[src/hdl/riot_consts.svh]
`ifndef RIOT_CONSTS_SVH
`define RIOT_CONSTS_SVH

// Bus data width
`define RIOT_DATA_W 8

// On-chip RAM, 128 bytes
`define RIOT_RAM_DEPTH 128
`define RIOT_RAM_AW 7

// Prescale shifts, clocks per count is 1 << shift
`define RIOT_PRE_SHIFT0 0
`define RIOT_PRE_SHIFT1 3
`define RIOT_PRE_SHIFT2 6
`define RIOT_PRE_SHIFT3 10

`endif

[src/hdl/riotBusPkg.sv]
`default_nettype none

`include "riot_consts.svh"

package riotBusPkg;

   // One CPU access on the request channel
   typedef struct packed {
      logic ramSel; // High for RAM, low for I/O and timer
      logic write;
      logic [`RIOT_RAM_AW-1:0] addr;
      logic [`RIOT_DATA_W-1:0] wdata;
   } busReqT;

   typedef struct packed {
      logic [`RIOT_DATA_W-1:0] rdata;
   } busRspT;

   // Port register select, order follows addr[1:0]
   typedef enum logic [1:0] {DRA = 2'd0, DDRA, DRB, DDRB} portSelT;

   typedef struct packed {
      logic en;
      portSelT sel;
      logic [`RIOT_DATA_W-1:0] data;
   } portWrT;

   // PA7 edge detector setup
   typedef struct packed {
      logic en;
      logic rising; // 1 selects rising edge
      logic irqEn;
   } edgeCfgT;

endpackage

`default_nettype wire

[src/hdl/riotTimerPkg.sv]
`default_nettype none

`include "riot_consts.svh"

package riotTimerPkg;

   // Clocks per count, order follows addr[1:0] of a timer write
   typedef enum logic [1:0] {DIV1 = 2'd0, DIV8, DIV64, DIV1024} intervalT;

   // Timer write command
   typedef struct packed {
      logic en;
      intervalT interval;
      logic irqEn;
      logic [`RIOT_DATA_W-1:0] value; // Start count
   } timerLoadT;

endpackage

`default_nettype wire

[src/hdl/riotRam.sv]
`default_nettype none

`include "riot_consts.svh"

module riotRam (
   input  wire logic CLK,
   input  wire logic we,
   input  wire logic [`RIOT_RAM_AW-1:0] addr,
   input  wire logic [`RIOT_DATA_W-1:0] wdata,
   output logic [`RIOT_DATA_W-1:0] rdata
);

   // Byte array, contents undefined at power-up
   logic [`RIOT_DATA_W-1:0] mem [`RIOT_RAM_DEPTH];

   // Single port, registered output
   always_ff @(posedge CLK) begin
      if (we) begin
         mem[addr] <= wdata;
         rdata <= wdata; // Write-first
      end else begin
         rdata <= mem[addr];
      end
   end

endmodule

`default_nettype wire

[src/hdl/riotPorts.sv]
`default_nettype none

`include "riot_consts.svh"

module riotPorts import riotBusPkg::*; (
   input  wire logic CLK,
   input  wire logic rstN,
   input  wire portWrT portWr,
   input  wire portSelT portRdSel,
   input  wire edgeCfgT edgeCfg,
   input  wire logic pa7Clr,
   input  wire logic [`RIOT_DATA_W-1:0] paIn,
   input  wire logic [`RIOT_DATA_W-1:0] pbIn,
   output logic [`RIOT_DATA_W-1:0] paOut,
   output logic [`RIOT_DATA_W-1:0] pbOut,
   output logic [`RIOT_DATA_W-1:0] portRdData,
   output logic pa7Flag,
   output logic pa7IrqEn
);

   logic [`RIOT_DATA_W-1:0] dra, ddra, drb, ddrb;
   logic [`RIOT_DATA_W-1:0] paView, pbView; // What a CPU read sees
   logic pa7, pa7Q;
   logic risingQ;
   logic edgeHit;

   // Data and direction registers
   always_ff @(posedge CLK or negedge rstN) begin
      if (!rstN) begin
         dra <= '0;
         ddra <= '0;
         drb <= '0;
         ddrb <= '0;
      end else if (portWr.en) begin
         case (portWr.sel)
            DRA:  dra <= portWr.data;
            DDRA: ddra <= portWr.data;
            DRB:  drb <= portWr.data;
            DDRB: ddrb <= portWr.data;
         endcase
      end
   end

   // Outputs drive only where the direction bit is set
   assign paOut = dra & ddra;
   assign pbOut = drb & ddrb;

   // Inputs from pins, outputs from the register
   assign paView = (paIn & ~ddra) | (dra & ddra);
   assign pbView = (pbIn & ~ddrb) | (drb & ddrb);

   always_comb begin
      case (portRdSel)
         DRA:     portRdData = paView;
         DDRA:    portRdData = ddra;
         DRB:     portRdData = pbView;
         default: portRdData = ddrb;
      endcase
   end

   assign pa7 = paView[`RIOT_DATA_W-1]; // Effective PA7
   assign edgeHit = (pa7 != pa7Q) && (pa7 == risingQ);

   always_ff @(posedge CLK or negedge rstN) begin
      if (!rstN) begin
         pa7Q <= 1'b0;
         risingQ <= 1'b0;
         pa7IrqEn <= 1'b0;
         pa7Flag <= 1'b0;
      end else begin
         pa7Q <= pa7;
         if (edgeCfg.en) begin
            risingQ <= edgeCfg.rising;
            pa7IrqEn <= edgeCfg.irqEn;
         end
         if (pa7Clr) begin
            pa7Flag <= 1'b0; // Clear wins
         end else if (edgeHit) begin
            pa7Flag <= 1'b1; // Sticky until status read
         end
      end
   end

   // A status read and a port write never share a request
   clrVsWr: assert property (@(posedge CLK) disable iff (!rstN)
      !(pa7Clr && portWr.en));

endmodule

`default_nettype wire

[src/hdl/riotTimer.sv]
`default_nettype none

`include "riot_consts.svh"

module riotTimer import riotTimerPkg::*; (
   input  wire logic CLK,
   input  wire logic rstN,
   input  wire timerLoadT timerLoad,
   input  wire logic timerClr,
   output logic [`RIOT_DATA_W-1:0] timerValue,
   output logic timerFlag,
   output logic timerIrqEn
);

   localparam int preW = `RIOT_PRE_SHIFT3; // Widest prescale

   logic [preW-1:0] preCnt;
   logic [`RIOT_DATA_W-1:0] countQ;
   intervalT intervalQ;
   logic runQ; // Idle until the first load
   logic freeRunQ; // Single-clock decrement after underflow
   logic tick, underflow;

   // Prescale reload for an interval
   function automatic logic [preW-1:0] preLoad(intervalT iv);
      case (iv)
         DIV1:    preLoad = preW'((1 << `RIOT_PRE_SHIFT0) - 1);
         DIV8:    preLoad = preW'((1 << `RIOT_PRE_SHIFT1) - 1);
         DIV64:   preLoad = preW'((1 << `RIOT_PRE_SHIFT2) - 1);
         default: preLoad = preW'((1 << `RIOT_PRE_SHIFT3) - 1);
      endcase
   endfunction

   assign tick = runQ && (preCnt == '0);
   assign underflow = tick && (countQ == '0);

   always_ff @(posedge CLK or negedge rstN) begin
      if (!rstN) begin
         preCnt <= '0;
         countQ <= '0;
         intervalQ <= DIV1;
         runQ <= 1'b0;
         freeRunQ <= 1'b0;
         timerIrqEn <= 1'b0;
         timerFlag <= 1'b0;
      end else if (timerLoad.en) begin
         countQ <= timerLoad.value;
         intervalQ <= timerLoad.interval;
         preCnt <= preLoad(timerLoad.interval);
         timerIrqEn <= timerLoad.irqEn;
         runQ <= 1'b1;
         freeRunQ <= 1'b0;
         timerFlag <= 1'b0; // Load clears the flag
      end else begin
         if (tick) begin
            countQ <= countQ - 1'b1; // 0 wraps to 255
            if (underflow || freeRunQ) begin
               preCnt <= '0;
            end else begin
               preCnt <= preLoad(intervalQ);
            end
            if (underflow) begin
               freeRunQ <= 1'b1;
            end
         end else if (runQ) begin
            preCnt <= preCnt - 1'b1;
         end
         if (timerClr) begin
            timerFlag <= 1'b0; // Clear beats underflow
         end else if (underflow) begin
            timerFlag <= 1'b1;
         end
      end
   end

   assign timerValue = countQ;

   // Counter stays within the current interval
   preRange: assert property (@(posedge CLK) disable iff (!rstN)
      preCnt <= preLoad(intervalQ));

endmodule

`default_nettype wire

[src/hdl/riotBusCtrl.sv]
`default_nettype none

`include "riot_consts.svh"

module riotBusCtrl import riotBusPkg::*, riotTimerPkg::*; (
   input  wire logic CLK,
   input  wire logic rstN,
   input  wire busReqT req,
   input  wire logic reqValid,
   output logic reqReady,
   output busRspT rsp,
   output logic rspValid,
   input  wire logic rspReady,
   output portWrT portWr,
   output portSelT portRdSel,
   output edgeCfgT edgeCfg,
   output logic pa7Clr,
   input  wire logic [`RIOT_DATA_W-1:0] portRdData,
   input  wire logic pa7Flag,
   input  wire logic pa7IrqEn,
   output timerLoadT timerLoad,
   output logic timerClr,
   input  wire logic [`RIOT_DATA_W-1:0] timerValue,
   input  wire logic timerFlag,
   input  wire logic timerIrqEn,
   output logic irqN
);

   logic accept;
   logic ioAcc, ioHi; // I/O access, upper register group
   logic ramWe;
   logic [`RIOT_RAM_AW-1:0] ramAddr, addrQ;
   logic [`RIOT_DATA_W-1:0] ramRdata;
   logic [`RIOT_DATA_W-1:0] capD, capQ; // Non-RAM read data
   logic ramSrcQ;

   assign reqReady = !rspValid || rspReady; // Stall only on a held response
   assign accept = reqValid && reqReady;

   assign ioAcc = accept && !req.ramSel;
   assign ioHi = ioAcc && req.addr[2];

   // Commands to the neighbors for each accepted request
   always_comb begin
      portRdSel = portSelT'(req.addr[1:0]);
      portWr.en = ioAcc && !req.addr[2] && req.write;
      portWr.sel = portSelT'(req.addr[1:0]);
      portWr.data = req.wdata;
      edgeCfg.en = ioHi && req.write && !req.addr[4];
      edgeCfg.rising = req.addr[0];
      edgeCfg.irqEn = req.addr[1];
      timerLoad.en = ioHi && req.write && req.addr[4];
      timerLoad.interval = intervalT'(req.addr[1:0]);
      timerLoad.irqEn = req.addr[3];
      timerLoad.value = req.wdata;
   end

   assign timerClr = ioHi && !req.write && !req.addr[0]; // Timer read
   assign pa7Clr = ioHi && !req.write && req.addr[0]; // Status read

   // RAM keeps the last read address so a held response stays put
   assign ramWe = accept && req.ramSel && req.write;
   assign ramAddr = accept ? req.addr : addrQ;

   riotRam u_ram (
      .CLK   (CLK),
      .we    (ramWe),
      .addr  (ramAddr),
      .wdata (req.wdata),
      .rdata (ramRdata)
   );

   always_comb begin
      if (!req.addr[2]) begin
         capD = portRdData;
      end else if (!req.addr[0]) begin
         capD = timerValue;
      end else begin
         capD = {timerFlag, pa7Flag, {(`RIOT_DATA_W-2){1'b0}}}; // Flags before the clear
      end
   end

   always_ff @(posedge CLK) begin
      if (accept) begin
         addrQ <= req.addr;
         ramSrcQ <= req.ramSel;
         capQ <= capD;
      end
   end

   always_ff @(posedge CLK or negedge rstN) begin
      if (!rstN) begin
         rspValid <= 1'b0;
      end else if (accept && !req.write) begin
         rspValid <= 1'b1; // Read answered next cycle
      end else if (rspReady) begin
         rspValid <= 1'b0;
      end
   end

   assign rsp.rdata = ramSrcQ ? ramRdata : capQ;

   assign irqN = !((timerFlag && timerIrqEn) || (pa7Flag && pa7IrqEn));

   // Held response must not move
   rspHold: assert property (@(posedge CLK) disable iff (!rstN)
      rspValid && !rspReady |=> rspValid && $stable(rsp));

endmodule

`default_nettype wire

[src/hdl/riot.sv]
`default_nettype none

`include "riot_consts.svh"

module riot import riotBusPkg::*, riotTimerPkg::*; (
   input  wire logic CLK,
   input  wire logic rstN,
   input  wire busReqT req,
   input  wire logic reqValid,
   output logic reqReady,
   output busRspT rsp,
   output logic rspValid,
   input  wire logic rspReady,
   input  wire logic [`RIOT_DATA_W-1:0] paIn,
   input  wire logic [`RIOT_DATA_W-1:0] pbIn,
   output logic [`RIOT_DATA_W-1:0] paOut,
   output logic [`RIOT_DATA_W-1:0] pbOut,
   output logic irqN
);

   portWrT portWr;
   portSelT portRdSel;
   edgeCfgT edgeCfg;
   logic pa7Clr, pa7Flag, pa7IrqEn;
   logic [`RIOT_DATA_W-1:0] portRdData;
   timerLoadT timerLoad;
   logic timerClr, timerFlag, timerIrqEn;
   logic [`RIOT_DATA_W-1:0] timerValue;

   // Decode, RAM and response path
   riotBusCtrl u_busCtrl (
      .CLK        (CLK),
      .rstN       (rstN),
      .req        (req),
      .reqValid   (reqValid),
      .reqReady   (reqReady),
      .rsp        (rsp),
      .rspValid   (rspValid),
      .rspReady   (rspReady),
      .portWr     (portWr),
      .portRdSel  (portRdSel),
      .edgeCfg    (edgeCfg),
      .pa7Clr     (pa7Clr),
      .portRdData (portRdData),
      .pa7Flag    (pa7Flag),
      .pa7IrqEn   (pa7IrqEn),
      .timerLoad  (timerLoad),
      .timerClr   (timerClr),
      .timerValue (timerValue),
      .timerFlag  (timerFlag),
      .timerIrqEn (timerIrqEn),
      .irqN       (irqN)
   );

   riotPorts u_ports (
      .CLK        (CLK),
      .rstN       (rstN),
      .portWr     (portWr),
      .portRdSel  (portRdSel),
      .edgeCfg    (edgeCfg),
      .pa7Clr     (pa7Clr),
      .paIn       (paIn),
      .pbIn       (pbIn),
      .paOut      (paOut),
      .pbOut      (pbOut),
      .portRdData (portRdData),
      .pa7Flag    (pa7Flag),
      .pa7IrqEn   (pa7IrqEn)
   );

   riotTimer u_timer (
      .CLK        (CLK),
      .rstN       (rstN),
      .timerLoad  (timerLoad),
      .timerClr   (timerClr),
      .timerValue (timerValue),
      .timerFlag  (timerFlag),
      .timerIrqEn (timerIrqEn)
   );

endmodule

`default_nettype wire

[config.mk]
export PLATFORM = sky130hd
export DESIGN_NAME = riot
export DESIGN_NICKNAME = d
export VERILOG_FILES = /design/src/hdl/riotBusPkg.sv /design/src/hdl/riotTimerPkg.sv /design/src/hdl/riotRam.sv /design/src/hdl/riotPorts.sv /design/src/hdl/riotTimer.sv /design/src/hdl/riotBusCtrl.sv /design/src/hdl/riot.sv
export VERILOG_INCLUDE_DIRS = /design/src /design/src/hdl
export SDC_FILE = /design/constraint.sdc
export NUM_CORES = 1
export LEC_CHECK = 0
export ABC_CLOCK_PERIOD_IN_PS = 2890
export BUFFER_PORTS_ARGS = -buffer_cell sky130_fd_sc_hd__buf_2
export CAP_MARGIN = 15
export CORE_UTILIZATION = 45
export DETAILED_ROUTE_END_ITERATION = 10
export PLACE_DENSITY = 0.64
export SYNTH_ARGS = -nofsm -noshare
export SYNTH_HDL_FRONTEND = slang
export SYNTH_SLANG_ARGS = --single-unit
[constraint.sdc]
create_clock -name CLK -period 2.89 [get_ports CLK]
set_input_delay 0.7225 -clock CLK [delete_from_list [all_inputs] [get_ports CLK]]
set_output_delay 0.7225 -clock CLK [all_outputs]
set_load 0.005 [all_outputs]
# Yosys cells after proc, flatten, opt, wreduce, memory -nomap -nowiden
# Memories as Yosys holds them, arrays and structs flattened. A register that Yosys moved wholly into a read port is not among the register bits.
# Index checks and enable logic that the tools add are counted.
# classes
n_addsub	2
bitwise_logic	8
n_div	0
n_reduce_logical	44
order_cmp	0
eq_ne	7
mux	24
shift	0
mul	0
# ops
cell	count
one-hot mux 10 bit (3 select lines)	2
two-way mux 10 bit	4
two-way mux 8 bit	5
bitwise AND 8 bit	4
one-hot mux 8 bit (3 select lines)	1
logical AND 1 bit	19
NOT 8 bit	2
bitwise OR 8 bit	2
two-way mux 1 bit	11
logical NOT 10 bit	1
AND reduction 2 bit	5
subtractor 10 x 1 -> 10 bit, second input constant	1
logical NOT 8 bit	1
nonzero test 2 bit	4
subtractor 8 x 1 -> 8 bit, second input constant	1
logical NOT 1 bit	7
two-way mux 7 bit	1
== test 2 bit, second input constant	3
nonzero test 3 bit	2
== test 2 x 1 -> 1 bit, second input constant	2
logical NOT 2 bit	2
logical OR 1 bit	3
== test 1 bit	1
inequality test 1 bit	1
# totals
reg_bits	77
output_inout_bits	27
mem_count	1
ramBits	1024
latch_bits	0
romBits	0
word_cells	105
# mem_list
memory	words	word_bits	rd	rd_clocked_by_memory_dff	write_ports	line	text
u_busCtrl.u_ram.mem	128	8	1	1	1	riotRam.sv:14	logic [`RIOT_DATA_W-1:0] mem [`RIOT_RAM_DEPTH];

# Logic depth before layout (Yosys ltp)
# logic_depth
word_depth	9
mapped_depth	11
depth_no_buf	8

# Modules after synthesis
# From an unflattened synthesis, not the netlist that was laid out.
# hier_totals
hier_cells	2031
hier_area_um2	43870.8
# by_module_without_submodules
module	instances	cells_per_inst	area_each_um2
riotRam	1	1634	39645.5
riotPorts	1	150	1814.2
riotTimer	1	148	1390.1
riotBusCtrl	1	99	1021.0

# Worst setup path after synthesis
# Ideal clock, no wire load.
# synth_timing
kind	input -> register
start	input port rspReady
end	memory u_busCtrl.u_ram.mem[76][0] (netlist bit) (enable)
arrival_ns	2.538
setup_slack_ns	-0.018
n_path_buf	1
setup_time_ns	0.370
t_required_ns	2.520
stages	8
cell_sequence	nand2b_1 nand2_2 clkinv_1 clkbuf_1 nand3b_1 o31ai_1 nand2_1 nor2_1
# synth_via
elab_chain_len	6
word_cells_on_any_way	7
# synth_lines
element	line	text
start, declared	riot.sv:13	input wire logic rspReady,
logical OR 1 bit (*)	riotBusCtrl.sv:37	assign reqReady = !rspValid || rspReady;
logical AND 1 bit (*)	riotBusCtrl.sv:38	assign accept = reqValid && reqReady;
logical AND 1 bit (2 in a row)	riotBusCtrl.sv:62	assign ramWe = accept && req.ramSel && req.write;
two-way mux 1 bit	riotRam.sv:18	if (we) begin
two-way mux 1 bit (not written as such)	riotRam.sv:19	mem[addr] <= wdata;
end, declared	riotRam.sv:14	
# Every way passes the cells marked *; elsewhere a longest branch is shown, timed or not.

==> flow_summary.toml <==
[global_routing]
grt_pass1_wl_mm = 165
grt.overflow.total = 0
grt_use_total_pct = 22.9
grt_util_met1_pct = 31.3
top_usage_layer = "met2"
antenna_found_initial = 3
grt_pass1_vias = 24800
use_met3_pct = 5.23
grt_max_degree = 134
grt_util_met2_pct = 36.2

[worst_setup_path]
path_delay_family = "multiplexers"
critPathArrivalTime_ns = 3.26
path_cells = "buf_12 > buf_12 > buf_4 > mux4_2 > mux4_2 > nor2b_2 > nor4_4 > nor4_4 > buf_2"
worst-path-max-fanout = 8
slowest_delay_ns = 0.51
cp_slowest_cell = "mux4_2"
worst-path-buf-inv = 4
cp.required_ns = 2.17
rrSetupSlack_ns = 0.20
start_kind = "flip-flop"
worst_setup_path_end_kind = "primary output"
path_class = "reg2out"

[placed_design]
placed_area_sq_um = 48600
hpwl_mm = 75.3
gp_congestion = 0.933
io_buffers = 63
dp_worst_setup_slack_ns = -0.930

[routing]
viasPerCell = 5.89
ant_nets = 0
vias = 24700
drc_errors = 0
wl_per_cell_microns = 27.1
drt-total-wl_mm = 114
drtIter0Drc = 2798
dr.pass1.iters = 7

[synth]
synthCells = 2351
avgSynthCellArea_sq_um = 18.7
synth_seq_area_share_pct = 74.4
synth.distinct_cells = 62
yosys.area.top_type = "edfxtp_1"
synthArstFlopShare_pct = 5.54
synth_top_area_share_pct = 70.6
yosys_warnings = 0
netlist_area_sq_um = 43900
synth_fp_nets = 2391
synthFlopType = "edfxtp_1"
synth_edf_count = 1033
ys_ff_latch = 1101
synth_area_leaders = "edfxtp_1, mux4_2, dfrtp_1, mux2i_1, nor2_1"

[timing]
min_period_ns = 3.99
hold_viol = 0
slew_violations = 0
setup_slack_ns = -1.10
holdWs_ns = 0.0949
max_clock_freq_ghz = 0.251
fin_skew_ns = 0.0296
worst_pin_slew_ns = 1.03
setup_tns_ns = -8.44
setup_viol = 8
slew_headroom_pct = 30.8
period_share_pct = 138
rsz0062_at_grt = "true"

[run_status]
status = "complete, but fails checks"
violations = "setup timing"

[hold_path]
hold_class = "in2async"

[cts]
clk_pin_slew_ns = 0.07
clock-sinks = 1101
clk_path_buf_depth = 3
cts_buffers = 106
clk_latency_ns = 0.69
cts_root_buf = "clkbuf_16"
cts_hold_buffers = 0
cts_tree = "done"
htreeDepth = 3

[power]
power.density_nw_per_um2 = 702
seqPwrFrac_pct = 48.2
p_comb_share_pct = 14.1
vdd_drop_max_mv = 0.536
swShare_pct = 24.1
leakagePower_nw = 18.1
power_switching_mw = 9.03
intPower_mw = 28.4
clock_power_share_pct = 37.7

[floorplan]
start_util_pct = 45.4
die_h_microns = 314
die_x_microns = 314
pin_count = 64
fp-row-count = 114
die-area_sq_um = 98900
core_area_sq_um = 96700

[finish]
area_growth_pct = 21.3
fin_util_pct = 55.1
drive_gt1_share_pct = 34.8
nets = 2861
final_area_sq_um = 53300

[run]
drv_cap = 0
-- per-stage QoR --
step	total power [mW]	cells
after floorplan	20.9	2351
after global placement	23.0	3969
after detailed placement	23.1	3969
after CTS	37.4	4178
after global routing	38.5	4187
final	37.4	4188
-- layout by cell type (no fill, tap or decap), types with 7 or more instances in the layout --
| cell | synthesis | final |
|---|---|---|
| mux4_2 | 210 | 210 |
| nand2b_1 | 8 | 8 |
| nor4_4 | 0 | 7 |
| clkbuf_1 | 64 | 17 |
| nand4_1 | 7 | 7 |
| mux2i_1 | 117 | 111 |
| o21ai_1 | 1 | 8 |
| dfrtp_1 | 61 | 61 |
| a221oi_2 | 0 | 9 |
| o21ai_0 | 90 | 74 |
| nor2b_1 | 22 | 14 |
| buf_6 | 19 | 15 |
| o22ai_2 | 0 | 11 |
| clkbuf_16 | 0 | 111 |
| a31oi_1 | 17 | 17 |
| clkinv_1 | 2 | 27 |
| a22oi_1 | 45 | 33 |
| mux2_2 | 39 | 39 |
| nor3_1 | 19 | 14 |
| bufinv_16 | 0 | 15 |
| buf_2 | 22 | 55 |
| o22ai_1 | 44 | 32 |
| buf_4 | 15 | 369 |
| a21oi_1 | 44 | 33 |
| nand3_1 | 26 | 26 |
| edfxtp_1 | 1033 | 1033 |
| a22oi_2 | 0 | 12 |
| buf_12 | 0 | 42 |
| o221ai_1 | 23 | 15 |
| o221ai_2 | 0 | 8 |
| a21oi_2 | 1 | 11 |
| o21ai_2 | 0 | 7 |
| clkinv_2 | 0 | 20 |
| nor2_1 | 163 | 159 |
| inv_1 | 25 | 25 |
| and2_1 | 31 | 28 |
| nand2_1 | 87 | 87 |
-- worst register-to-register path: cells and delay by family, from the launching register on --
kind / cells / cell delay, ns
flops: 1 / 0.41
buf+inv: 8 / 1.40
compound gates: 2 / 0.23
simple gates: 2 / 0.33
-- sequential cells by signal, summed over array words and instances (netlist names), 2 cells and up --
| register | cells |
|---|---|
| u_ports.ddrb | 8 |
| u_ports.dra | 8 |
| u_ports.ddra | 8 |
| u_ports.drb | 8 |
| u_busCtrl.addrQ | 7 |
| u_timer.intervalQ | 2 |
| u_timer.preCnt | 10 |
| u_busCtrl.u_ram.mem | 1024 |
| u_busCtrl.capQ | 8 |
| u_timer.timerValue | 8 |
-- timing repair --
| action | in CTS | in global routing |
|---|---|---|
| endpoints found under the setup margin | 8 | 123 |
| resized for setup | 131 | 55 |
| pin swaps | 22 | 18 |
| gates cloned | 4 | 3 |
| buffers inserted | 12 | 9 |
-- layer usage --
layer | share of wire (%) | vias to the layer above
met5 | 0.019 | -
met3 | 8.6 | 193
met1 | 41 | 12900
met4 | 2.9 | 4
li1 | - | 10500
met2 | 48 | 1119
-- kinds of logic after synthesis --
kind of cell    after synthesis  synth area share, %
flops                      1101                 74.4
simple gates                401                 4.26
mux                         366                 14.4
compound gates              311                 4.58
buf+inv                     158                 1.99
xor+xnor                     11                0.219
fa+ha+maj                     3               0.0855
-- synth_stat cells (23+ instances only) --
cell      instances
edfxtp_1       1033
mux4_2          210
nor2_1          163
mux2i_1         117
o21ai_0          90
nand2_1          87
clkbuf_1         64
dfrtp_1          61
a22oi_1          45
a21oi_1          44
o22ai_1          44
mux2_2           39
and2_1           31
nand3_1          26
inv_1            25
o221ai_1         23
-- path summary, 6_finish.rpt --
| check | cells past startpoint | to | from |
|---|---|---|---|
| worst max-delay path | 9 | rsp[6] | u_busCtrl.addrQ[0]$_DFF_P_ |
| worst min-delay path | 1 | u_ports.ddra[2]$_DFFE_PN0P_ | rstN |
| worst max register to register | 12 | u_busCtrl.u_ram.mem[12][3]$_DFFE_PP_ | u_busCtrl.addrQ[2]$_DFF_P_ |
| worst min register to register | 2 | u_timer.timerIrqEn$_DFFE_PN0P_ | u_timer.timerIrqEn$_DFFE_PN0P_ |
| max in group asynchronous | 2 | u_ports.dra[7]$_DFFE_PN0P_ | rstN |
| min in group CLK | 3 | u_busCtrl.addrQ[5]$_DFF_P_ | req[13] |
-- power by group through the flow --
stage	combinational, mW	sequential (mW)	clock [mW]
2_1_floorplan	2.68	18.2	0
5_1_grt	5.59	18.0	14.8
3_3_place_gp	4.67	18.3	0
3_5_place_dp	4.75	18.3	0
4_1_cts	5.13	18.0	14.3
6_report	5.29	18.0	14.1
-- final cells by class --
cell class | count | area [sq um]
sequential | 1101 | 32700
clock buffer | 126 | 2780
clock inverter | 72 | 761
fill | 7348 | 43500
tap | 1276 | 1600
timing repair buffer | 492 | 4300
inverter | 28 | 105
antenna | 1 | 2.50
multi-input combinational | 1092 | 11000
(Power assumes the default switching activity.)
